$ cat src/verilog/hs_endpoint.sv
`default_nettype none

module hs_endpoint #(
    parameter type payload_t = logic,
    parameter type resp_t    = logic
) (
    input  wire logic     clk,
    input  wire logic     rst,
    input  wire logic     req,
    input  wire payload_t data,
    output logic          ack,
    output resp_t         resp,
    input  wire logic     core_ready,
    output logic          fire,
    output payload_t      payload,
    input  wire resp_t    core_resp
);

    typedef enum logic [1:0] {
        IDLE,
        BUSY,   // core works on the payload this cycle
        ACKED   // response held until req drops
    } hs_state_t;

    hs_state_t state;
    logic      accept;

    assign accept = (state == IDLE) && req && core_ready;
    assign fire   = (state == BUSY);
    assign ack    = (state == ACKED);

    always_ff @(posedge clk) begin
        if (rst) begin
            state <= IDLE;
        end else begin
            case (state)
                IDLE:    if (accept) state <= BUSY;
                BUSY:    state <= ACKED;
                ACKED:   if (!req) state <= IDLE;  // return to zero
                default: state <= IDLE;
            endcase
        end
    end

    // payload and response registers
    always_ff @(posedge clk) begin
        if (accept) begin
            payload <= data;
        end
        if (fire) begin
            resp <= core_resp;  // stays stable while ack is high
        end
    end

endmodule

`default_nettype wire

$ cat config.mk
export PLATFORM = sky130hd
export DESIGN_NAME = hs_endpoint
export DESIGN_NICKNAME = d
export VERILOG_FILES = /design/src/verilog/hs_endpoint.sv
export SDC_FILE = /design/constraint.sdc
export NUM_CORES = 1
export LEC_CHECK = 0
export BUFFER_PORTS_ARGS = -buffer_cell sky130_fd_sc_hd__buf_2
export CORE_AREA = 5 5 42 44
export CTS_BUF_LIST = sky130_fd_sc_hd__clkbuf_8
export DETAILED_ROUTE_END_ITERATION = 8
export DIE_AREA = 0 0 47 49
export REMOVE_ABC_BUFFERS = 1
export SETUP_SLACK_MARGIN = 0.2
export SLEW_MARGIN = 20
export SYNTH_ARGS = -nofsm -noshare
export SYNTH_HDL_FRONTEND = slang
export SYNTH_SLANG_ARGS = --single-unit
$ cat constraint.sdc
create_clock -name clk -period 0.9 [get_ports clk]
set_input_delay 0.09 -clock clk [delete_from_list [all_inputs] [get_ports clk]]
set_output_delay 0.09 -clock clk [all_outputs]
set_load 0.02 [all_outputs]
==> results.md <==
- Die Ht: 49 um
- CP max FO: 5
- RePlAce Congestion: 0.679
- I/O Pins: 10
- Crit path required time: around 0.8 ns
- CP Buf/Inv Count: 1
- Hold endpoint: state[1]$_SDFFE_PP0P_
- Syn Inst Count: 12
- Num CTS Buffers: 3
- Final-report setup violation count: 2
- Antenna violations before repair: 0
- Antenna Nets Post-Route: 0
- H-tree level count: 1
- Slowest CP cell: dfxtp_2
- Worst hold stages: 2
- Reg2Reg Depth: 2
- Fillcell total: 156
- Startpoint types: flop
- Minimum clock period after layout: 0.989 ns
- Vias: between 100 and 150
- Slew @ Worst Pin: 0.201 ns
- CTS max path bufs: 2
- Synthesized area per cell: 12.2 um2
- Most common cell after layout, fill and taps aside: buf_2
- CP Class: reg2out
- RSZ-0062 raised after global routing: yes
- Unique cell type count in the Yosys netlist: 10
- Post-CTS Hold Buffers: 0
- WHS: 0.0467 ns
- Slew Limit Fails: 0
- Period utilization: 110%
- First-pass GRT wire length: 476 um
- Avg Vias per Cell: 3.43
- DRC viols: 0
- Largest net degree at the start of global routing: 6
- First DRT Iteration DRCs: 0
- Synth warnings: 0
- Root buf cell: clkbuf_8
- GRT Util Overall: between 3 and 4%
- Seq/Total Area, Yosys: 68.4%
- Worst Clk Skew: 0.000144 ns
- Grt total ovfl: 0
- Crit-path cells: and2b_2 -> buf_6
- FF+latch count, synth: 4
- CTS sink cnt: 4
- Max cap viols: 0
- Max Fclk: 1010 MHz
- Worst hold path class: in2reg
- Later-pin clock latency in the skew report: 0.22 ns
- Hold_sp: rst
- Non-Filler Instances: 40
- Pwr dens: 2260 nW/um2
- Critical path endpoint category: output pin
- Placed Instances: 37
- Port bufs: 9
- # rows: 14
- R2r setup slk: 0.05 ns
- Area Overhead vs Synth: 91.5%
- Nets: 32
- Worst vdd ir: 0.379 mV
- Leakage: about 0.12 nW
- Die area: roughly 2300 um2
- Critical R2R Launch: state[1]$_SDFFE_PP0P_
- Most frequent cells in the layout: 5 x buf_2, 4 x buf_6, 3 x clkbuf_8, 2 x edfxtp_1, 2 x dfxtp_2
- Share of post-route cells with drive strength above 1: 66.7%
- Final Hold Fails: 0
- CORE AREA: 1400 um2
- CTS tree: done
- Effective utilization at floorplan: 10.4%
- Hpwl dp: 266 um
- Min setup slack post-route: -0.0889 ns
- Status: finished, violations left
- Detailed Route WL: between 300 and 400 um
- Die Wd: 47 um
- DRT Pass-1 Iters: 1
- Largest delay contributor family on the critical path: flip-flops
- Diode count: 0
- Clock transition at path regs: about 0.030 ns
- Wirelength per Cell: ~8.7 um
- Arrival time worst endpoint: 0.90 ns
- Failing checks: setup timing
- Post-synthesis cell area: approximately 150 um2
- Vias in the first global route: 121
- Worst r2r dst: resp$_DFFE_PP_
- Relative slew slack: 86.5%
- Largest stage delay, worst path: between 0.3 and 0.4 ns
worst max-delay path by stage:
stage                                startpoint                end  slack [ns]  cells after the start
after CTS                 state[0]$_SDFFE_PP0P_                ack       -0.09                      2
after global placement    state[0]$_SDFFE_PP0P_  payload$_DFFE_PP_        0.07                      1
final                     state[0]$_SDFFE_PP0P_                ack       -0.09                      2
after global routing      state[1]$_SDFFE_PP0P_               fire       -0.12                      3
after floorplan           state[1]$_SDFFE_PP0P_     resp$_DFFE_PP_       -0.04                      2
after detailed placement  state[1]$_SDFFE_PP0P_     resp$_DFFE_PP_        0.04                      2
state kept, by name (all words and copies together), names as in the netlist:
signal	cells
payload	1
resp	1
state	2
cell usage after synthesis:
| cell type | number | area [um2] |
|---|---|---|
| dfxtp_1 | 2 | 40.0 |
| and2b_2 | 1 | 8.76 |
| nor3_1 | 1 | 5.00 |
| nand2b_1 | 1 | 6.26 |
| inv_1 | 1 | 3.75 |
| edfxtp_1 | 2 | 60.1 |
| nand3b_1 | 1 | 7.51 |
| a21oi_1 | 1 | 5.00 |
| nor4_1 | 1 | 6.26 |
| nand2_1 | 1 | 3.75 |
power by group:
part	total [mW]	switching (mW)	internal, mW
combinational	0.0467	0.0213	0.0253
sequential	0.206	0.00484	0.201
clock	0.381	0.0957	0.285
total	0.634	0.122	0.512
per-stage QoR:
stage | power (mW) | setup TNS [ns] | area (um2) | util, % | setup slack [ns]
2_1_floorplan | 0.225 | -0.0413 | 146 | - | -0.0413
3_3_place_gp | 0.245 | 0 | 211 | 15.1 | 0.0691
3_5_place_dp | 0.246 | 0 | 211 | 15.1 | 0.0421
4_1_cts | 0.648 | -0.185 | 280 | 20.0 | -0.0945
5_1_grt | 0.664 | -0.235 | 280 | 20.0 | -0.118
6_report | 0.634 | -0.172 | 280 | 20.0 | -0.0889
final cells by class:
| class | instances | area (um2) | share of cell area, % |
|---|---|---|---|
| Sequential cell | 4 | 103 | 36.6 |
| Multi-Input combinational cell | 7 | 42.5 | 15.2 |
| Inverter | 1 | 3.75 | 1.34 |
| Clock buffer | 3 | 41.3 | 14.7 |
| Tap cell | 16 | 20.0 | 7.14 |
| Timing Repair Buffer | 9 | 70.1 | 25.0 |
routing by layer:
metal	GRT usage (%)	wire, um	vias to the layer above
met4	8.29	38	0
met1	2.64	120	54
met5	0	0	-
met3	2.58	84	4
met2	3.62	104	12
li1	-	-	67
cell families after synthesis:
family	Yosys count	synth area share, %
AND/OR/NAND/NOR	6	25.6
flip-flops	4	68.4
buffers and inverters	1	2.56
AO/OA/AOI/OAI	1	3.42
repair_timing:
| action | 4_1_cts | 5_1_grt |
|---|---|---|
| gates resized for setup | 11 | 0 |
| pin swaps | 0 | 1 |
| setup endpoints to repair | 6 | 8 |
| setup buffers | 0 | 0 |
| cloned | 0 | 0 |
worst register-to-register path: cells and delay by family, from the launching register on:
kind,cells,cell delay (ns)
and+or+nand+nor,1,0.17
buffers and inverters,1,0.08
DFF,1,0.32
Note: power is estimated with default switching activity, not from simulation.
