[src/verilog/phys_pkg.sv]
`default_nettype none

package phys_pkg;

    localparam int NUM_ARCH_REGS = 32;
    localparam int NUM_PHYS_REGS = 64;
    localparam int FREE_DEPTH    = 32;  // physical regs not held by any arch reg

    localparam int ARCH_IDX_W = $clog2(NUM_ARCH_REGS);
    localparam int PHYS_IDX_W = $clog2(NUM_PHYS_REGS);

    typedef logic [ARCH_IDX_W-1:0] arch_reg_t;
    typedef logic [PHYS_IDX_W-1:0] phys_reg_t;

    // one entry per architectural register, entry i at bits [6*i +: 6]
    typedef phys_reg_t [NUM_ARCH_REGS-1:0] phys_map_t;

endpackage

`default_nettype wire

[src/verilog/retire_map.sv]
`default_nettype none

module retire_map (
    input  wire logic                clk,
    input  wire logic                rst,
    input  wire logic                write,
    input  wire phys_pkg::arch_reg_t rd,
    input  wire phys_pkg::phys_reg_t prd,
    output phys_pkg::phys_reg_t      freed,
    output phys_pkg::phys_map_t      committed
);

    phys_pkg::phys_map_t commit_map;

    assign freed     = commit_map[rd];  // displaced by this retire
    assign committed = commit_map;      // whole table for flush recovery

    always_ff @(posedge clk) begin
        if (rst) begin
            for (int i = 0; i < phys_pkg::NUM_ARCH_REGS; i++) begin
                commit_map[i] <= phys_pkg::phys_reg_t'(i);
            end
        end else if (write) begin
            commit_map[rd] <= prd;
        end
    end

endmodule

`default_nettype wire

[config.mk]
export PLATFORM = sky130hd
export DESIGN_NAME = retire_map
export DESIGN_NICKNAME = d
export VERILOG_FILES = /design/src/verilog/phys_pkg.sv /design/src/verilog/retire_map.sv
export SDC_FILE = /design/constraint.sdc
export NUM_CORES = 1
export LEC_CHECK = 0
export ABC_AREA = 1
export ABC_CLOCK_PERIOD_IN_PS = 3800
export BUFFER_PORTS_ARGS = -buffer_cell sky130_fd_sc_hd__buf_2
export CORE_MARGIN = 2
export CORE_UTILIZATION = 25
export CTS_CLUSTER_DIAMETER = 50
export CTS_CLUSTER_SIZE = 24
export DETAILED_ROUTE_END_ITERATION = 8
export PLACE_DENSITY = 0.45
export SLEW_MARGIN = 20
export SYNTH_ARGS = -nofsm -noshare
export SYNTH_HDL_FRONTEND = slang
export SYNTH_SLANG_ARGS = --single-unit
[constraint.sdc]
create_clock -name clk -period 3.8 [get_ports clk]
set_input_delay 0.38 -clock clk [delete_from_list [all_inputs] [get_ports clk]]
set_output_delay 0.38 -clock clk [all_outputs]
set_load 0.005 [all_outputs]
==> reports/qor.csv, run 1 <==
metric;value;unit
outcome;finished clean;
CP endpoint kind;primary output;
post-synthesis sequential area ratio;0.4214;
Tcrit/Tclk final;0.6519;
via/cell ratio;4.564;
Max clock buf depth;2;
endpoints failing setup;0;
Die Ht;195.0;µm
dpl hpwl;25680;µm
Routability Congestion;0.7696;
commonest non-fill, non-tap cell in the layout;nand2_1;
crit path DAT;2.10;ns
I/O Buffers;211;
Core Rows;69;
final net count;1636;
warnings from Yosys;0;
fin cells;2097;
Rel. slew slack;0.3219;
CTS Sinks;192;
DRT iter0 DRCs;648;
Largest register FFs;192;
Leak;5.856;nW
vias in the first global route;8885;
WHS Path Cells;2;
CP Launch Type;input port;
Critical Path Fanout Max;49;
Max Freq;0.4037;GHz
setup tns final;0;ns
Die Span X;195.0;µm
Area Growth Syn to Fin;22.51;%
antenna violations before repair;3;
syn_nets;1469;
Avg WL per Cell;17.73;µm
Pre-antenna DRT Iters;5;
Worst Skew;0;ns
unique cell type count in the Yosys netlist;19;
P per Cell Area;393.2;nW/µm²
final hold vios;0;
cells after synthesis;1455;
EDFF count, synth;0;
# hold bufs at CTS;0;
postcts setup bufs;0;
RSZ-0062 raised after global routing;no;
via count;9570;
worst hold path class;flip-flop to flip-flop;
Maximum Capacitance Violations;0;
Top Ports;212;
cell depth of the worst flop-to-flop path;2;
die area;38030;µm²
Crit Path Class;input port to primary output;
core footprint;35740;µm²
Slew @ Worst Pin;1.017;ns
share of layout cells above drive strength 1;0.1872;
Starting Density;0.2552;
first-pass GRT wire length;56400;µm
pin count of the biggest net entering global routing;98;
top_reg_cell synth;dfxtp_1;
Synth Area per Inst;6.269;µm²
Skew-Pair Late Insertion Delay;0.45;ns
final wirelength;37180;µm
DRC Markers;0;
mapped cell area;9121;µm²
placed cell count;2064;
# resized after CTS;0;
flops & latches, synth;192;
max-slew violations;0;
Post-DRT Antenna Nets;0;
Clk pin slew, worst setup/hold paths;0.06;ns
most frequent cells in the layout;nand2_1, nor2_1, buf_2, dfxtp_1, o21ai_0;
Worst EP required;3.42;ns
post-route minimum period;2.477;ns
Num CTS Buffers;17;
global route overflow;0;
VDD IR max;0.3263;mV
CTS root buffer;clkbuf_16;
asr flop ratio synth;0;
GR Util All Layers;0.1954;
H-tree depth;4;
CTS tree;yes;
-- routing by layer --
metal / vias to the layer above / part of all wire / GRT usage
met2: 288 / 0.46 / 0.3104
met4: 4 / 0.012 / 0.04863
met3: 33 / 0.055 / 0.03610
met1: 4410 / 0.47 / 0.2728
met5: - / 0.00083 / 0
li1: 4835 / - / -
-- synth_stat cells, types with 4 or more instances --
master    instances  share of area
clkbuf_1         53          0.022
buf_2             4         0.0022
nor2_1          240          0.099
nor2_4           24          0.030
buf_4             4         0.0033
inv_1            29          0.012
nor3_2            5         0.0055
nand2_1         670           0.28
nand3_1          81          0.044
buf_1            10         0.0041
o21ai_0         112          0.061
nor2_2            4         0.0027
dfxtp_1         192           0.42
inv_2            18         0.0074
-- path summary, 6_finish.rpt --
check                        startpoint                          to  slack, ns
max                               rd[1]                    freed[1]       1.32
min          committed[66]$_SDFFE_PP1P_  committed[66]$_SDFFE_PP1P_       0.49
max reg2reg  committed[73]$_SDFFE_PP0P_  committed[73]$_SDFFE_PP0P_       3.08
min reg2reg  committed[66]$_SDFFE_PP1P_  committed[66]$_SDFFE_PP1P_       0.49
-- report_power, final --
group / total (W) / switching, W / internal, W
registers: 0.00206 / 0.0000246 / 0.00204
clock network: 0.00195 / 0.000861 / 0.00108
logic: 0.000387 / 0.000289 / 0.0000977
total: 0.00439 / 0.00118 / 0.00322
-- layout make-up --
class / count / area (µm²)
Sequential cell: 192 / 3844
Multi-Input combinational cell: 1142 / 4785
Inverter: 50 / 209.0
Timing Repair Buffer: 219 / 1144
Clock buffer: 22 / 464.2
Fill cell: 4057 / 24570
Antenna cell: 1 / 2.502
Tap cell: 461 / 576.8
Clock inverter: 10 / 150.1
-- critical path, cell delays in order --
cell     delay, ns
buf_2         0.24
inv_2         0.69
nand2_1       0.14
nand2_1       0.10
nand2_1       0.07
nand2_1       0.15
nor2_1        0.06
nand2_1       0.11
buf_2         0.13
-- logic make-up (layout without fill, tap and decap cells) --
family	count (synthesis)	count (layout)	share of synthesized area
buffers and inverters	121	301	0.05405
AOI/OAI and AO/OA	112	112	0.06145
other	0	1	0
DFF	192	192	0.4214
and+or+nand+nor	1030	1030	0.4631
-- per-stage QoR --
step                  util  power [W]  setup slack (ns)  area, µm²  hold WS (ns)
CTS                 0.3126   0.004449             1.269      11170        0.4881
floorplan                -   0.002336             1.921       9121        0.4737
finish              0.3126   0.004394             1.323      11170        0.4862
global placement    0.2954   0.002503             1.195      10560        0.4659
global route        0.3126   0.004575             1.081      11170        0.5038
detailed placement  0.2954   0.002504             1.144      10560        0.4710
Power figures use the tool's default switching activity.
==> run 2, diff against run 1 <==
Settings changed: ABC_CLOCK_PERIOD_IN_PS 3800 to 2420.
Clock period 3.8 ns to 2.42 ns, I/O delays scaled along.
==> run 2 against run 1 <==
Critical path depth stayed put; cell area is 1.4% higher; first-iteration DRC count shrank 1.7%; worst setup slack got worse by 0.79 ns; non-clock buffer count is 16 higher; flip-flop and latch count is the same; sequential power is 57% higher.
==> reports/qor.csv, run 2 (same netlist as run 1, synthesis figures left out) <==
metric;value;unit;change
outcome;finished clean;;
Tcrit/Tclk final;0.7790;;
Avg WL per Cell;17.68;µm;-0.30%
P per Cell Area;603.3;nW/µm²;+53%
Critical Path Fanout Max;3;;-94%
share of layout cells above drive strength 1;0.1969;;+0.009694
placed cell count;2080;;+0.78%
CP Launch Type;flip-flop;;
post-route minimum period;1.885;ns;
# hold bufs at CTS;0;;unchanged
Routability Congestion;0.8189;;+6.4%
dpl hpwl;26800;µm;+4.3%
placed inst area;10740;µm²;+1.7%
global route overflow;0;;unchanged
vias in the first global route;9019;;+1.5%
Rel. slew slack;0.5876;;+0.2656
most frequent cells in the layout;nand2_1, nor2_1, buf_2, dfxtp_1, o21ai_0;;
final net count;1652;;+0.98%
# resized after CTS;0;;unchanged
Starting Density;0.2552;;unchanged
Slew @ Worst Pin;0.6153;ns;-0.4018 ns
Sequential Power Share;0.474;;+0.005
Worst Skew;0;ns;unchanged
setup tns final;0;ns;unchanged
via count;9610;;+0.42%
Pre-antenna DRT Iters;7;;+2
Top Ports;212;;unchanged
VDD IR max;0.5163;mV;+58%
CTS root buffer;clkbuf_16;;
max-slew violations;0;;unchanged
Clk pin slew, worst setup/hold paths;0.08;ns;+0.02 ns
Internal Power;0.004948;W;+54%
die area;38030;µm²;unchanged
Clock power frac;0.433;;-0.010
Area Growth Syn to Fin;24.25;%;
Die Span X;195.0;µm;unchanged
GR Util All Layers;0.1968;;+0.001443
Crit Path Class;flip-flop to primary output;;
DRT iter0 DRCs;637;;-1.7%
Maximum Capacitance Violations;0;;unchanged
fin cells;2113;;+0.76%
commonest non-fill, non-tap cell in the layout;nand2_1;;
Num CTS Buffers;17;;unchanged
endpoints failing setup;0;;unchanged
RSZ-0062 raised after global routing;no;;
Post-DRT Antenna Nets;0;;unchanged
final setup margin;0.5347;ns;-0.7881 ns
I/O Buffers;211;;unchanged
Worst EP required;2.18;ns;-1.24 ns
Max Freq;0.5304;GHz;
Comb pwr share;0.093;;+0.005
sw power;0.001889;W;+61%
Leak;5.954;nW;+1.7%
worst hold path class;input port to flip-flop;;
dpl ws;0.4356;ns;-0.7081 ns
CTS tree;yes;;
first-pass GRT wire length;56760;µm;+0.64%
antenna violations before repair;3;;unchanged
via/cell ratio;4.548;;-0.34%
crit path DAT;1.64;ns;-0.46 ns
Final Instance Area;11330;µm²;+1.4%
CP endpoint kind;primary output;;
postcts setup bufs;0;;unchanged
switching part of the total power;0.2763;;+0.008810
pin count of the biggest net entering global routing;88;;-10%
final hold vios;0;;unchanged
FILL cells;4061;;+0.099%
Max clock buf depth;2;;unchanged
Overall Power;0.006838;W;+56%
Core Rows;69;;unchanged
Largest register FFs;192;;unchanged
H-tree depth;4;;unchanged
DRC Markers;0;;unchanged
core footprint;35740;µm²;unchanged
Die Ht;195.0;µm;unchanged
CTS Sinks;192;;unchanged
Skew-Pair Late Insertion Delay;0.45;ns;about the same
final wirelength;37350;µm;+0.46%
run 2: worst max-delay path: stages, from the launching register on:
cell and delay [ns]:
dfxtp_1 0.41, nand2_1 0.07, nand2_1 0.08, nand2_1 0.05, nand2_1 0.11, nand2_1 0.09
nand2_1 0.09, nor2_1 0.04, nand2_1 0.11, buf_2 0.13
run 2: metrics by stage:
step	util	hold WS, ns
after floorplan	-	0.3769
after global placement	0.3005	0.4665
after detailed placement	0.3005	0.4762
after CTS	0.3170	0.1036
after global routing	0.3170	0.1350
final	0.3171	0.1212
run 2: per-layer routing:
layer / GRT usage / vias to the layer above / part of all wire / wire, µm
met3: 0.03886 / 37 / 0.054 / 2028
met4: 0.05372 / 4 / 0.016 / 588
met1: 0.2737 / 4432 / 0.48 / 17940
li1: - / 4879 / - / -
met2: 0.3099 / 258 / 0.45 / 16770
met5: 0 / - / 0.00080 / 30
run 2: power groups by stage:
stage | logic [W] | clock network (W) | registers [W]
6_report | 0.000636 | 0.00296 | 0.00324
5_1_grt | 0.000710 | 0.00316 | 0.00324
4_1_cts | 0.000648 | 0.00304 | 0.00324
3_5_place_dp | 0.000647 | 0 | 0.00331
3_3_place_gp | 0.000647 | 0 | 0.00331
2_1_floorplan | 0.000366 | 0 | 0.00330
run 2: path summary, 6_finish.rpt:
| path | slack, ns | endpoint | startpoint | cells after the start |
|---|---|---|---|---|
| min reg2reg | 0.49 | committed[166]$_SDFFE_PP1P_ | committed[166]$_SDFFE_PP1P_ | 2 |
| max | 0.53 | freed[1] | committed[115]$_SDFFE_PP1P_ | 9 |
| min | 0.12 | committed[75]$_SDFFE_PP1P_ | rst | 3 |
| max reg2reg | 1.70 | committed[73]$_SDFFE_PP0P_ | committed[73]$_SDFFE_PP0P_ | 2 |
run 2: cell type report:
class	instances	area, µm²	area share
Antenna cell	1	2.502	0.0002208
Clock inverter	14	151.4	0.01336
Timing Repair Buffer	235	1326	0.1170
Tap cell	461	576.8	0.05089
Clock buffer	18	439.2	0.03875
Multi-Input combinational cell	1142	4785	0.4222
Sequential cell	192	3844	0.3391
Inverter	50	209.0	0.01844
