--- src/verilog/phys_pkg.sv ---
`default_nettype none

package phys_pkg;

    localparam int NUM_ARCH_REGS = 32;
    localparam int NUM_PHYS_REGS = 64;
    localparam int FREE_DEPTH    = 32;  // physical regs not held by any arch reg

    localparam int ARCH_IDX_W = $clog2(NUM_ARCH_REGS);
    localparam int PHYS_IDX_W = $clog2(NUM_PHYS_REGS);

    typedef logic [ARCH_IDX_W-1:0] arch_reg_t;
    typedef logic [PHYS_IDX_W-1:0] phys_reg_t;

    // one entry per architectural register, entry i at bits [6*i +: 6]
    typedef phys_reg_t [NUM_ARCH_REGS-1:0] phys_map_t;

endpackage

`default_nettype wire

--- src/verilog/rename_map.sv ---
`default_nettype none

module rename_map (
    input  wire logic                clk,
    input  wire logic                rst,
    input  wire phys_pkg::arch_reg_t rs1,
    input  wire phys_pkg::arch_reg_t rs2,
    input  wire phys_pkg::arch_reg_t rd,
    output phys_pkg::phys_reg_t      prs1,
    output phys_pkg::phys_reg_t      prs2,
    output phys_pkg::phys_reg_t      old_prd,
    input  wire logic                write,
    input  wire phys_pkg::phys_reg_t new_prd,
    input  wire logic                restore,
    input  wire phys_pkg::phys_map_t committed
);

    phys_pkg::phys_map_t spec_map;  // speculative arch -> phys table

    // asynchronous read ports
    assign prs1    = spec_map[rs1];
    assign prs2    = spec_map[rs2];
    assign old_prd = spec_map[rd];

    always_ff @(posedge clk) begin
        if (rst) begin
            for (int i = 0; i < phys_pkg::NUM_ARCH_REGS; i++) begin
                spec_map[i] <= phys_pkg::phys_reg_t'(i);  // identity map
            end
        end else if (restore) begin
            spec_map <= committed;  // roll back to the committed state
        end else if (write) begin
            spec_map[rd] <= new_prd;
        end
    end

endmodule

`default_nettype wire

--- config.mk ---
export PLATFORM = sky130hd
export DESIGN_NAME = rename_map
export DESIGN_NICKNAME = d
export VERILOG_FILES = /design/src/verilog/phys_pkg.sv /design/src/verilog/rename_map.sv
export SDC_FILE = /design/constraint.sdc
export NUM_CORES = 1
export LEC_CHECK = 0
export BUFFER_PORTS_ARGS = -buffer_cell sky130_fd_sc_hd__buf_2
export CAP_MARGIN = 20
export CORE_MARGIN = 2
export CORE_UTILIZATION = 25
export DETAILED_ROUTE_END_ITERATION = 8
export PLACE_DENSITY = 0.43
export RECOVER_POWER = 50
export SETUP_SLACK_MARGIN = 0.15
export SYNTH_ARGS = -nofsm -noshare
export SYNTH_HDL_FRONTEND = slang
export SYNTH_SLANG_ARGS = --single-unit
export TNS_END_PERCENT = 100
--- constraint.sdc ---
create_clock -name clk -period 2.2 [get_ports clk]
set_input_delay 0.33 -clock clk [delete_from_list [all_inputs] [get_ports clk]]
set_output_delay 0.33 -clock clk [all_outputs]
set_load 0.01 [all_outputs]
==> run_summary.xml, run 1 <==
<?xml version="1.0" encoding="UTF-8"?>
<metrics>
  <group name="run_status">
    <metric name="status" unit="">finished with violations</metric>
    <metric name="violated_checks" unit="">negative setup slack</metric>
  </group>
  <group name="finish">
    <metric name="flow.area_growth_from_synthesis" unit="%">31.3</metric>
    <metric name="final-seq-area" unit="um2">4040</metric>
    <metric name="postLayoutCoreUtil" unit="">0.332</metric>
    <metric name="final_common_cell" unit="">sky130_fd_sc_hd__buf_2</metric>
    <metric name="final_layout_size_suffix_gt1_frac" unit="">0.466</metric>
    <metric name="largestRegisters" unit="">spec_map: 192 flops</metric>
    <metric name="layout.filler_cells" unit="">5757</metric>
    <metric name="design_area" unit="um2">18300</metric>
    <metric name="fin_cells" unit="">2423</metric>
    <metric name="regMostFlops" unit="">spec_map</metric>
    <metric name="count_of_nets_after_finishing" unit="">1879</metric>
    <metric name="multi_input_comb_area" unit="um2">9520</metric>
    <metric name="largest_register_ffs" unit="">192</metric>
    <metric name="mostFrequentLayoutCells" unit="">217 x sky130_fd_sc_hd__buf_2, 192 x sky130_fd_sc_hd__nor2b_1, 192 x sky130_fd_sc_hd__a211oi_1, 182 x sky130_fd_sc_hd__and3_1, 166 x sky130_fd_sc_hd__mux4_2</metric>
  </group>
  <group name="grt">
    <metric name="globalRoute.totalOverflow" unit="">0</metric>
    <metric name="antenna_violations_before_repair" unit="">1</metric>
    <metric name="first_global_vias" unit="">13513</metric>
    <metric name="grt_pass1_wl" unit="um">99000</metric>
    <metric name="largest_net_degree_at_the_start_of_global_routing" unit="">96</metric>
    <metric name="track_usage" unit="">0.240</metric>
  </group>
  <group name="logic_synthesis">
    <metric name="synth_warnings" unit="">0</metric>
    <metric name="yosys.area.top_type" unit="">sky130_fd_sc_hd__dfxtp_1</metric>
    <metric name="synthesis.area_per_instance" unit="um2">10.0</metric>
    <metric name="ys_top_cells_by_area" unit="">sky130_fd_sc_hd__dfxtp_1 28%, sky130_fd_sc_hd__mux4_2 26%, sky130_fd_sc_hd__a211oi_1 10%</metric>
    <metric name="yosysTopAreaCellShare" unit="">0.276</metric>
    <metric name="synth_area" unit="um2">13900</metric>
    <metric name="synthesis.instances" unit="">1388</metric>
    <metric name="syn-num-nets" unit="">1605</metric>
    <metric name="synth_sequential_area_ratio" unit="">0.276</metric>
    <metric name="synth_cell_types" unit="">21</metric>
    <metric name="ys_seq_elements" unit="">192</metric>
  </group>
  <group name="cts">
    <metric name="worst_setup_hold_path_clk_slew" unit="ns">0.07</metric>
    <metric name="htree_num_levels" unit="">4</metric>
    <metric name="cts_tree" unit="">done</metric>
    <metric name="tritoncts.num_buffers" unit="">17</metric>
    <metric name="clock_sinks" unit="">192</metric>
    <metric name="clock-root-buffer" unit="">sky130_fd_sc_hd__clkbuf_16</metric>
    <metric name="ctsLongestPathBuffers" unit="">2</metric>
    <metric name="clk_latency" unit="ns">0.48</metric>
  </group>
  <group name="timing">
    <metric name="clock_skew" unit="ns">0</metric>
    <metric name="hold_violations" unit="">0</metric>
    <metric name="period_minus_slack" unit="ns">2.66</metric>
    <metric name="slew_hr" unit="">0.567</metric>
    <metric name="post-route-period-util" unit="">1.21</metric>
    <metric name="finalSetupTns" unit="ns">-11.37</metric>
    <metric name="timing_max_transition_violations_final" unit="">0</metric>
    <metric name="finalSetupViolations" unit="">76</metric>
    <metric name="fmax" unit="MHz">376</metric>
    <metric name="slew_at_the_pin_closest_to_its_max_slew_limit" unit="ns">0.649</metric>
    <metric name="fin_ws" unit="ns">-0.462</metric>
    <metric name="setup_repair_after_global_routing_missed_its_margin" unit="">yes</metric>
  </group>
  <group name="floorplanning">
    <metric name="pin_count" unit="">235</metric>
    <metric name="fp.dieW" unit="um">240</metric>
    <metric name="initial_utilization" unit="">0.253</metric>
    <metric name="fp.coreArea" unit="um2">55100</metric>
    <metric name="floorplan.die_area" unit="um2">57700</metric>
    <metric name="dieHeight" unit="um">240</metric>
    <metric name="rows" unit="">86</metric>
  </group>
  <group name="route">
    <metric name="initialDrtViolationCount" unit="">1376</metric>
    <metric name="detailedRoute.firstPassIterationCount" unit="">7</metric>
    <metric name="drt_drc_violations_left" unit="">0</metric>
    <metric name="detailroute.via_count" unit="">13616</metric>
    <metric name="wire_per_inst" unit="um">28.4</metric>
    <metric name="post_drt_via_cell_ratio" unit="">5.62</metric>
    <metric name="antenna_violating_nets_post_route" unit="">0</metric>
    <metric name="detail_route.wirelength" unit="um">68900</metric>
  </group>
  <group name="flow_run">
    <metric name="drv_cap" unit="">0</metric>
  </group>
  <group name="place">
    <metric name="routability_cong" unit="">0.899</metric>
    <metric name="dp_hpwl" unit="um">51800</metric>
    <metric name="port_buffers" unit="">234</metric>
    <metric name="placedInstanceArea" unit="um2">17200</metric>
    <metric name="dp_cells" unit="">2382</metric>
  </group>
  <group name="worst_hold_path">
    <metric name="hold_path_class" unit="">primary input to register</metric>
  </group>
  <group name="power">
    <metric name="leakage" unit="uW">0.00755</metric>
    <metric name="share_comb_of_total_power" unit="">0.256</metric>
    <metric name="net_switching_fraction_of_the_power" unit="">0.305</metric>
    <metric name="vdd_ir_max" unit="V">0.000610</metric>
    <metric name="power.share.clock" unit="">0.354</metric>
    <metric name="design_power_total" unit="uW">10500</metric>
    <metric name="share_seq_of_total_power" unit="">0.390</metric>
    <metric name="net-switching-power" unit="uW">3210</metric>
    <metric name="p_per_area" unit="nW/um2">574</metric>
    <metric name="p_int" unit="uW">7310</metric>
  </group>
  <group name="critical_path">
    <metric name="worstSetupEndpointType" unit="">primary output</metric>
    <metric name="criticalPathCategory" unit="">register to primary output</metric>
    <metric name="crit_path_max_fo" unit="">3</metric>
    <metric name="worst-endpoint-required" unit="ns">1.87</metric>
    <metric name="start_kind" unit="">register</metric>
    <metric name="worstPathArrival" unit="ns">2.33</metric>
  </group>
</metrics>
## worst paths after layout
| path | from | end | slack, ns | depth (start not counted) |
|---|---|---|---|---|
| worst min register to register | spec_map[93] | spec_map[93] | 0.57 | 2 |
| worst max register to register | spec_map[133] | spec_map[133] | 1.22 | 3 |
| worst max-delay path | spec_map[132] | prs1[0] | -0.46 | 4 |
| worst min-delay path | committed[182] | spec_map[182] | 0.1 | 3 |
## cell type report
cell class / instances / area share
flip-flops and latches: 192 / 0.221
multi-input cells: 1022 / 0.519
repair buffers: 429 / 0.172
clock buffers: 18 / 0.0240
clock inverters: 13 / 0.0127
well taps: 748 / 0.0511
diodes: 1 / 0.000137
## cells by family (layout without fill, tap and decap cells)
group                  after synthesis  count (layout)  share of synthesized area
buffers and inverters              174             460                     0.0506
AO/OA/AOI/OAI                      308             308                      0.166
flip-flops                         192             192                      0.276
multiplexers                       180             180                      0.283
AND/OR/NAND/NOR                    534             534                      0.225
other                                0               1                          0
## stage by stage
step / setup WS [ns] / hold WS (ns)
finish: -0.462 / 0.0964
global route: -0.468 / 0.105
CTS: -0.465 / 0.0856
detailed placement: -0.438 / 0.592
global placement: -0.414 / 0.577
floorplan: 0.0504 / 0.493
## synthesized netlist by cell type
cell                         n
sky130_fd_sc_hd__clkbuf_1  148
sky130_fd_sc_hd__buf_6       3
sky130_fd_sc_hd__a22oi_1    24
sky130_fd_sc_hd__nor2b_1   192
sky130_fd_sc_hd__nand4_1     6
sky130_fd_sc_hd__nor3b_1     4
sky130_fd_sc_hd__buf_1       7
sky130_fd_sc_hd__and3_1    182
sky130_fd_sc_hd__dfxtp_1   192
sky130_fd_sc_hd__nor3_1    113
sky130_fd_sc_hd__o21bai_1   80
sky130_fd_sc_hd__buf_8       1
sky130_fd_sc_hd__a21boi_0   12
sky130_fd_sc_hd__nand2_1    30
sky130_fd_sc_hd__and3b_1     5
sky130_fd_sc_hd__mux2_2     12
sky130_fd_sc_hd__buf_2      15
sky130_fd_sc_hd__mux4_2    161
sky130_fd_sc_hd__and2_0      2
sky130_fd_sc_hd__a211oi_1  192
sky130_fd_sc_hd__mux4_1      7
## worst max-delay path: stages, from the launching register on
cell,delay (ns)
sky130_fd_sc_hd__dfxtp_4,0.37
sky130_fd_sc_hd__mux4_2,0.47
sky130_fd_sc_hd__mux4_2,0.54
sky130_fd_sc_hd__mux2_4,0.33
sky130_fd_sc_hd__buf_6,0.13
## layer usage
layer  vias up  share of wire  track usage
li1       5957              -            -
met1      6901           0.45        0.350
met2       676           0.43        0.355
met3        80          0.084       0.0471
met4         2          0.027       0.0755
met5         -        0.00015            0
## timing repair
action / 4_1_cts / 5_1_grt
gates resized for setup: 156 / 32
buffers inserted: 7 / 1
cloned: 1 / 0
pin swaps: 13 / 5
endpoints found under the setup margin: 18 / 18
hold buffers: 0 / 0
## power by group through the flow
stage / Sequential (uW) / Combinational (uW) / Clock (uW)
6_report: 4100 / 2700 / 3720
5_1_grt: 4110 / 2860 / 3900
4_1_cts: 4070 / 2700 / 3770
3_5_place_dp: 4130 / 2580 / 0
3_3_place_gp: 4130 / 2560 / 0
2_1_floorplan: 3920 / 1480 / 0
Power figures use the tool's default switching activity.
==> inputs of run 2 (changes only) <==
Settings changed: ABC_AREA set to 1.
==> run_summary.xml, run 2 <==
<?xml version="1.0" encoding="UTF-8"?>
<metrics>
  <group name="critical_path">
    <metric name="crit_path_max_fo" unit="">11</metric>
    <metric name="worstSetupEndpointType" unit="">primary output</metric>
    <metric name="worst_reg2reg_path_endpoint" unit="">spec_map[113]</metric>
    <metric name="rrSetupSlack" unit="ns">1.48</metric>
    <metric name="start_kind" unit="">primary input</metric>
    <metric name="worst-endpoint-required" unit="ns">1.87</metric>
    <metric name="reg_to_reg_critical_path_startpoint" unit="">spec_map[113]</metric>
    <metric name="criticalPathCategory" unit="">primary input to primary output</metric>
    <metric name="worst_r2r_path_depth" unit="">2</metric>
    <metric name="worstPathArrival" unit="ns">1.75</metric>
  </group>
  <group name="floorplanning">
    <metric name="dieHeight" unit="um">234</metric>
    <metric name="rows" unit="">84</metric>
    <metric name="floorplan.die_area" unit="um2">54800</metric>
    <metric name="initial_utilization" unit="">0.253</metric>
    <metric name="fp.coreArea" unit="um2">52400</metric>
    <metric name="fp.dieW" unit="um">234</metric>
    <metric name="pin_count" unit="">235</metric>
  </group>
  <group name="timing">
    <metric name="post-route-period-util" unit="">0.945</metric>
    <metric name="fmax" unit="MHz">481</metric>
    <metric name="hold_violations" unit="">0</metric>
    <metric name="finalSetupViolations" unit="">0</metric>
    <metric name="setup_repair_after_global_routing_missed_its_margin" unit="">yes</metric>
    <metric name="slew_hr" unit="">0.303</metric>
    <metric name="period_minus_slack" unit="ns">2.08</metric>
    <metric name="slew_at_the_pin_closest_to_its_max_slew_limit" unit="ns">1.05</metric>
    <metric name="timing_max_transition_violations_final" unit="">0</metric>
    <metric name="clock_skew" unit="ns">0</metric>
    <metric name="fin_ws" unit="ns">0.121</metric>
  </group>
  <group name="cts">
    <metric name="cts_tree" unit="">done</metric>
    <metric name="tritoncts.num_buffers" unit="">17</metric>
    <metric name="ctsHoldBuffers" unit="">0</metric>
    <metric name="clock-root-buffer" unit="">sky130_fd_sc_hd__clkbuf_16</metric>
    <metric name="worst_setup_hold_path_clk_slew" unit="ns">0.07</metric>
    <metric name="htree_num_levels" unit="">4</metric>
    <metric name="ctsLongestPathBuffers" unit="">2</metric>
    <metric name="clk_latency" unit="ns">0.50</metric>
    <metric name="clock_sinks" unit="">192</metric>
  </group>
  <group name="finish">
    <metric name="layout.filler_cells" unit="">5794</metric>
    <metric name="largest_register_ffs" unit="">192</metric>
    <metric name="count_of_nets_after_finishing" unit="">2781</metric>
    <metric name="flow.area_growth_from_synthesis" unit="%">38.5</metric>
    <metric name="final_common_cell" unit="">sky130_fd_sc_hd__nand2_1</metric>
    <metric name="regMostFlops" unit="">spec_map</metric>
    <metric name="final_layout_size_suffix_gt1_frac" unit="">0.308</metric>
    <metric name="mostFrequentLayoutCells" unit="">1020 x sky130_fd_sc_hd__nand2_1, 262 x sky130_fd_sc_hd__nand3_1, 209 x sky130_fd_sc_hd__buf_2, 171 x sky130_fd_sc_hd__a21oi_1, 121 x sky130_fd_sc_hd__dfxtp_4</metric>
    <metric name="largestRegisters" unit="">spec_map: 192 flops</metric>
  </group>
  <group name="worst_hold_path">
    <metric name="hold_path_class" unit="">primary input to register</metric>
    <metric name="timing.hold.worst_path_depth" unit="">3</metric>
    <metric name="hold_path.startpoint" unit="">committed[102]</metric>
    <metric name="hold_path_end" unit="">spec_map[102]</metric>
  </group>
  <group name="place">
    <metric name="dp_hpwl" unit="um">54600</metric>
    <metric name="port_buffers" unit="">234</metric>
    <metric name="routability_cong" unit="">0.928</metric>
    <metric name="dp_worst_setup_slack" unit="ns">-0.156</metric>
  </group>
  <group name="route">
    <metric name="antenna_violating_nets_post_route" unit="">0</metric>
    <metric name="drt_drc_violations_left" unit="">0</metric>
    <metric name="post_drt_via_cell_ratio" unit="">5.32</metric>
    <metric name="detail_route.wirelength" unit="um">74800</metric>
    <metric name="initialDrtViolationCount" unit="">1609</metric>
    <metric name="wire_per_inst" unit="um">22.9</metric>
    <metric name="detailroute.via_count" unit="">17397</metric>
    <metric name="detailedRoute.firstPassIterationCount" unit="">8</metric>
  </group>
  <group name="logic_synthesis">
    <metric name="ys_dominant_reg_cell" unit="">sky130_fd_sc_hd__dfxtp_1</metric>
    <metric name="synth-async-reset-ratio" unit="">0</metric>
    <metric name="synth_sequential_area_ratio" unit="">0.290</metric>
    <metric name="synthesis.instances" unit="">2334</metric>
    <metric name="synth_warnings" unit="">0</metric>
    <metric name="yosysTopAreaCellShare" unit="">0.319</metric>
    <metric name="ys_top_cells_by_area" unit="">sky130_fd_sc_hd__nand2_1 32%, sky130_fd_sc_hd__dfxtp_1 29%, sky130_fd_sc_hd__nand3_1 13%</metric>
    <metric name="syn-num-nets" unit="">2551</metric>
    <metric name="synthMostInstantiatedCell" unit="">sky130_fd_sc_hd__nand2_1</metric>
    <metric name="synthesis.area_per_instance" unit="um2">5.67</metric>
    <metric name="post_synth_edffs" unit="">0</metric>
    <metric name="yosys.area.top_type" unit="">sky130_fd_sc_hd__nand2_1</metric>
    <metric name="synth_area" unit="um2">13200</metric>
    <metric name="synth_cell_types" unit="">22</metric>
    <metric name="ys_seq_elements" unit="">192</metric>
    <metric name="synth_commonest_cells" unit="">1126 x sky130_fd_sc_hd__nand2_1, 346 x sky130_fd_sc_hd__nand3_1, 192 x sky130_fd_sc_hd__dfxtp_1</metric>
  </group>
  <group name="run_status">
    <metric name="status" unit="">finished, final reports clean</metric>
  </group>
  <group name="grt">
    <metric name="first_global_vias" unit="">16536</metric>
    <metric name="track_usage" unit="">0.267</metric>
    <metric name="largest_net_degree_at_the_start_of_global_routing" unit="">106</metric>
    <metric name="globalRoute.totalOverflow" unit="">0</metric>
    <metric name="antenna_violations_before_repair" unit="">3</metric>
    <metric name="grt_pass1_wl" unit="um">107000</metric>
  </group>
  <group name="power">
    <metric name="p_per_area" unit="nW/um2">550</metric>
    <metric name="design_power_total" unit="uW">10100</metric>
    <metric name="leakage" unit="uW">0.00789</metric>
    <metric name="vdd_ir_max" unit="V">0.000645</metric>
  </group>
  <group name="flow_run">
    <metric name="drv_cap" unit="">0</metric>
  </group>
</metrics>
==> run 2: power by group <==
part / switching (uW) / total [uW] / leakage [uW] / internal (uW)
clock network: 1560 / 3290 / 0.000286 / 1730
registers: 358 / 4030 / 0.00165 / 3670
logic: 1710 / 2770 / 0.00596 / 1060
==> run 2: what timing repair did <==
| item | in CTS | in global routing |
|---|---|---|
| endpoints found under the setup margin | 18 | 18 |
| setup buffers | 3 | 1 |
| pin swaps | 34 | 131 |
| cloned | 3 | 7 |
| resized for setup | 313 | 267 |
| hold endpoints to repair | 0 | 0 |
==> run 2: layout make-up <==
cell class / instances / area, um2 / share of cell area
Tap cell: 688 / 861 / 0.0469
Multi-Input combinational cell: 1929 / 9390 / 0.512
Inverter: 49 / 204 / 0.0111
Sequential cell: 192 / 4380 / 0.239
Clock inverter: 12 / 150 / 0.00818
Timing Repair Buffer: 375 / 2910 / 0.158
Clock buffer: 20 / 447 / 0.0243
Antenna cell: 3 / 7.51 / 0.000409
==> run 2: worst max-delay path, stage by stage <==
cell and delay [ns]:
sky130_fd_sc_hd__clkbuf_1 0.20, sky130_fd_sc_hd__inv_1 0.13, sky130_fd_sc_hd__nor3_1 0.33, sky130_fd_sc_hd__buf_4 0.28, sky130_fd_sc_hd__nand2_2 0.09, sky130_fd_sc_hd__nand2_1 0.12
sky130_fd_sc_hd__nor2_4 0.05, sky130_fd_sc_hd__nand2_2 0.10, sky130_fd_sc_hd__buf_6 0.11
==> run 2: worst max-delay path by stage <==
stage,cells past startpoint,endpoint,start
finish,9,old_prd[1],rd[2]
global route,9,old_prd[4],rd[2]
CTS,9,prs2[4],spec_map[46]
detailed placement,12,spec_map[92],rd[0]
global placement,12,spec_map[92],rd[0]
floorplan,11,prs2[2],rs2[0]
==> run 2: metal layers <==
metal  GRT usage  vias up  share of wire
li1            -     8232              -
met1       0.361     8328           0.44
met2       0.435      717           0.46
met3      0.0364      120          0.068
met4      0.0908        0          0.031
met5           0        -              0
==> run 2: stage by stage <==
step                instances  hold WS (ns)   util  cell area, um2  setup TNS (ns)
floorplan                2334         0.464      -           13200               0
global placement         3219         0.504  0.304           16000          -0.577
detailed placement       3219         0.504  0.304           16000           -1.05
CTS                      3257        0.0227  0.331           17300               0
global route             3267        0.0521  0.350           18300               0
finish                   3268        0.0586  0.350           18300               0
==> run 2: kinds of logic after synthesis <==
family,count (synthesis),synth area share
buffers and inverters,213,0.0633
AOI/OAI and AO/OA,325,0.148
and+or+nand+nor,1604,0.498
DFF,192,0.290
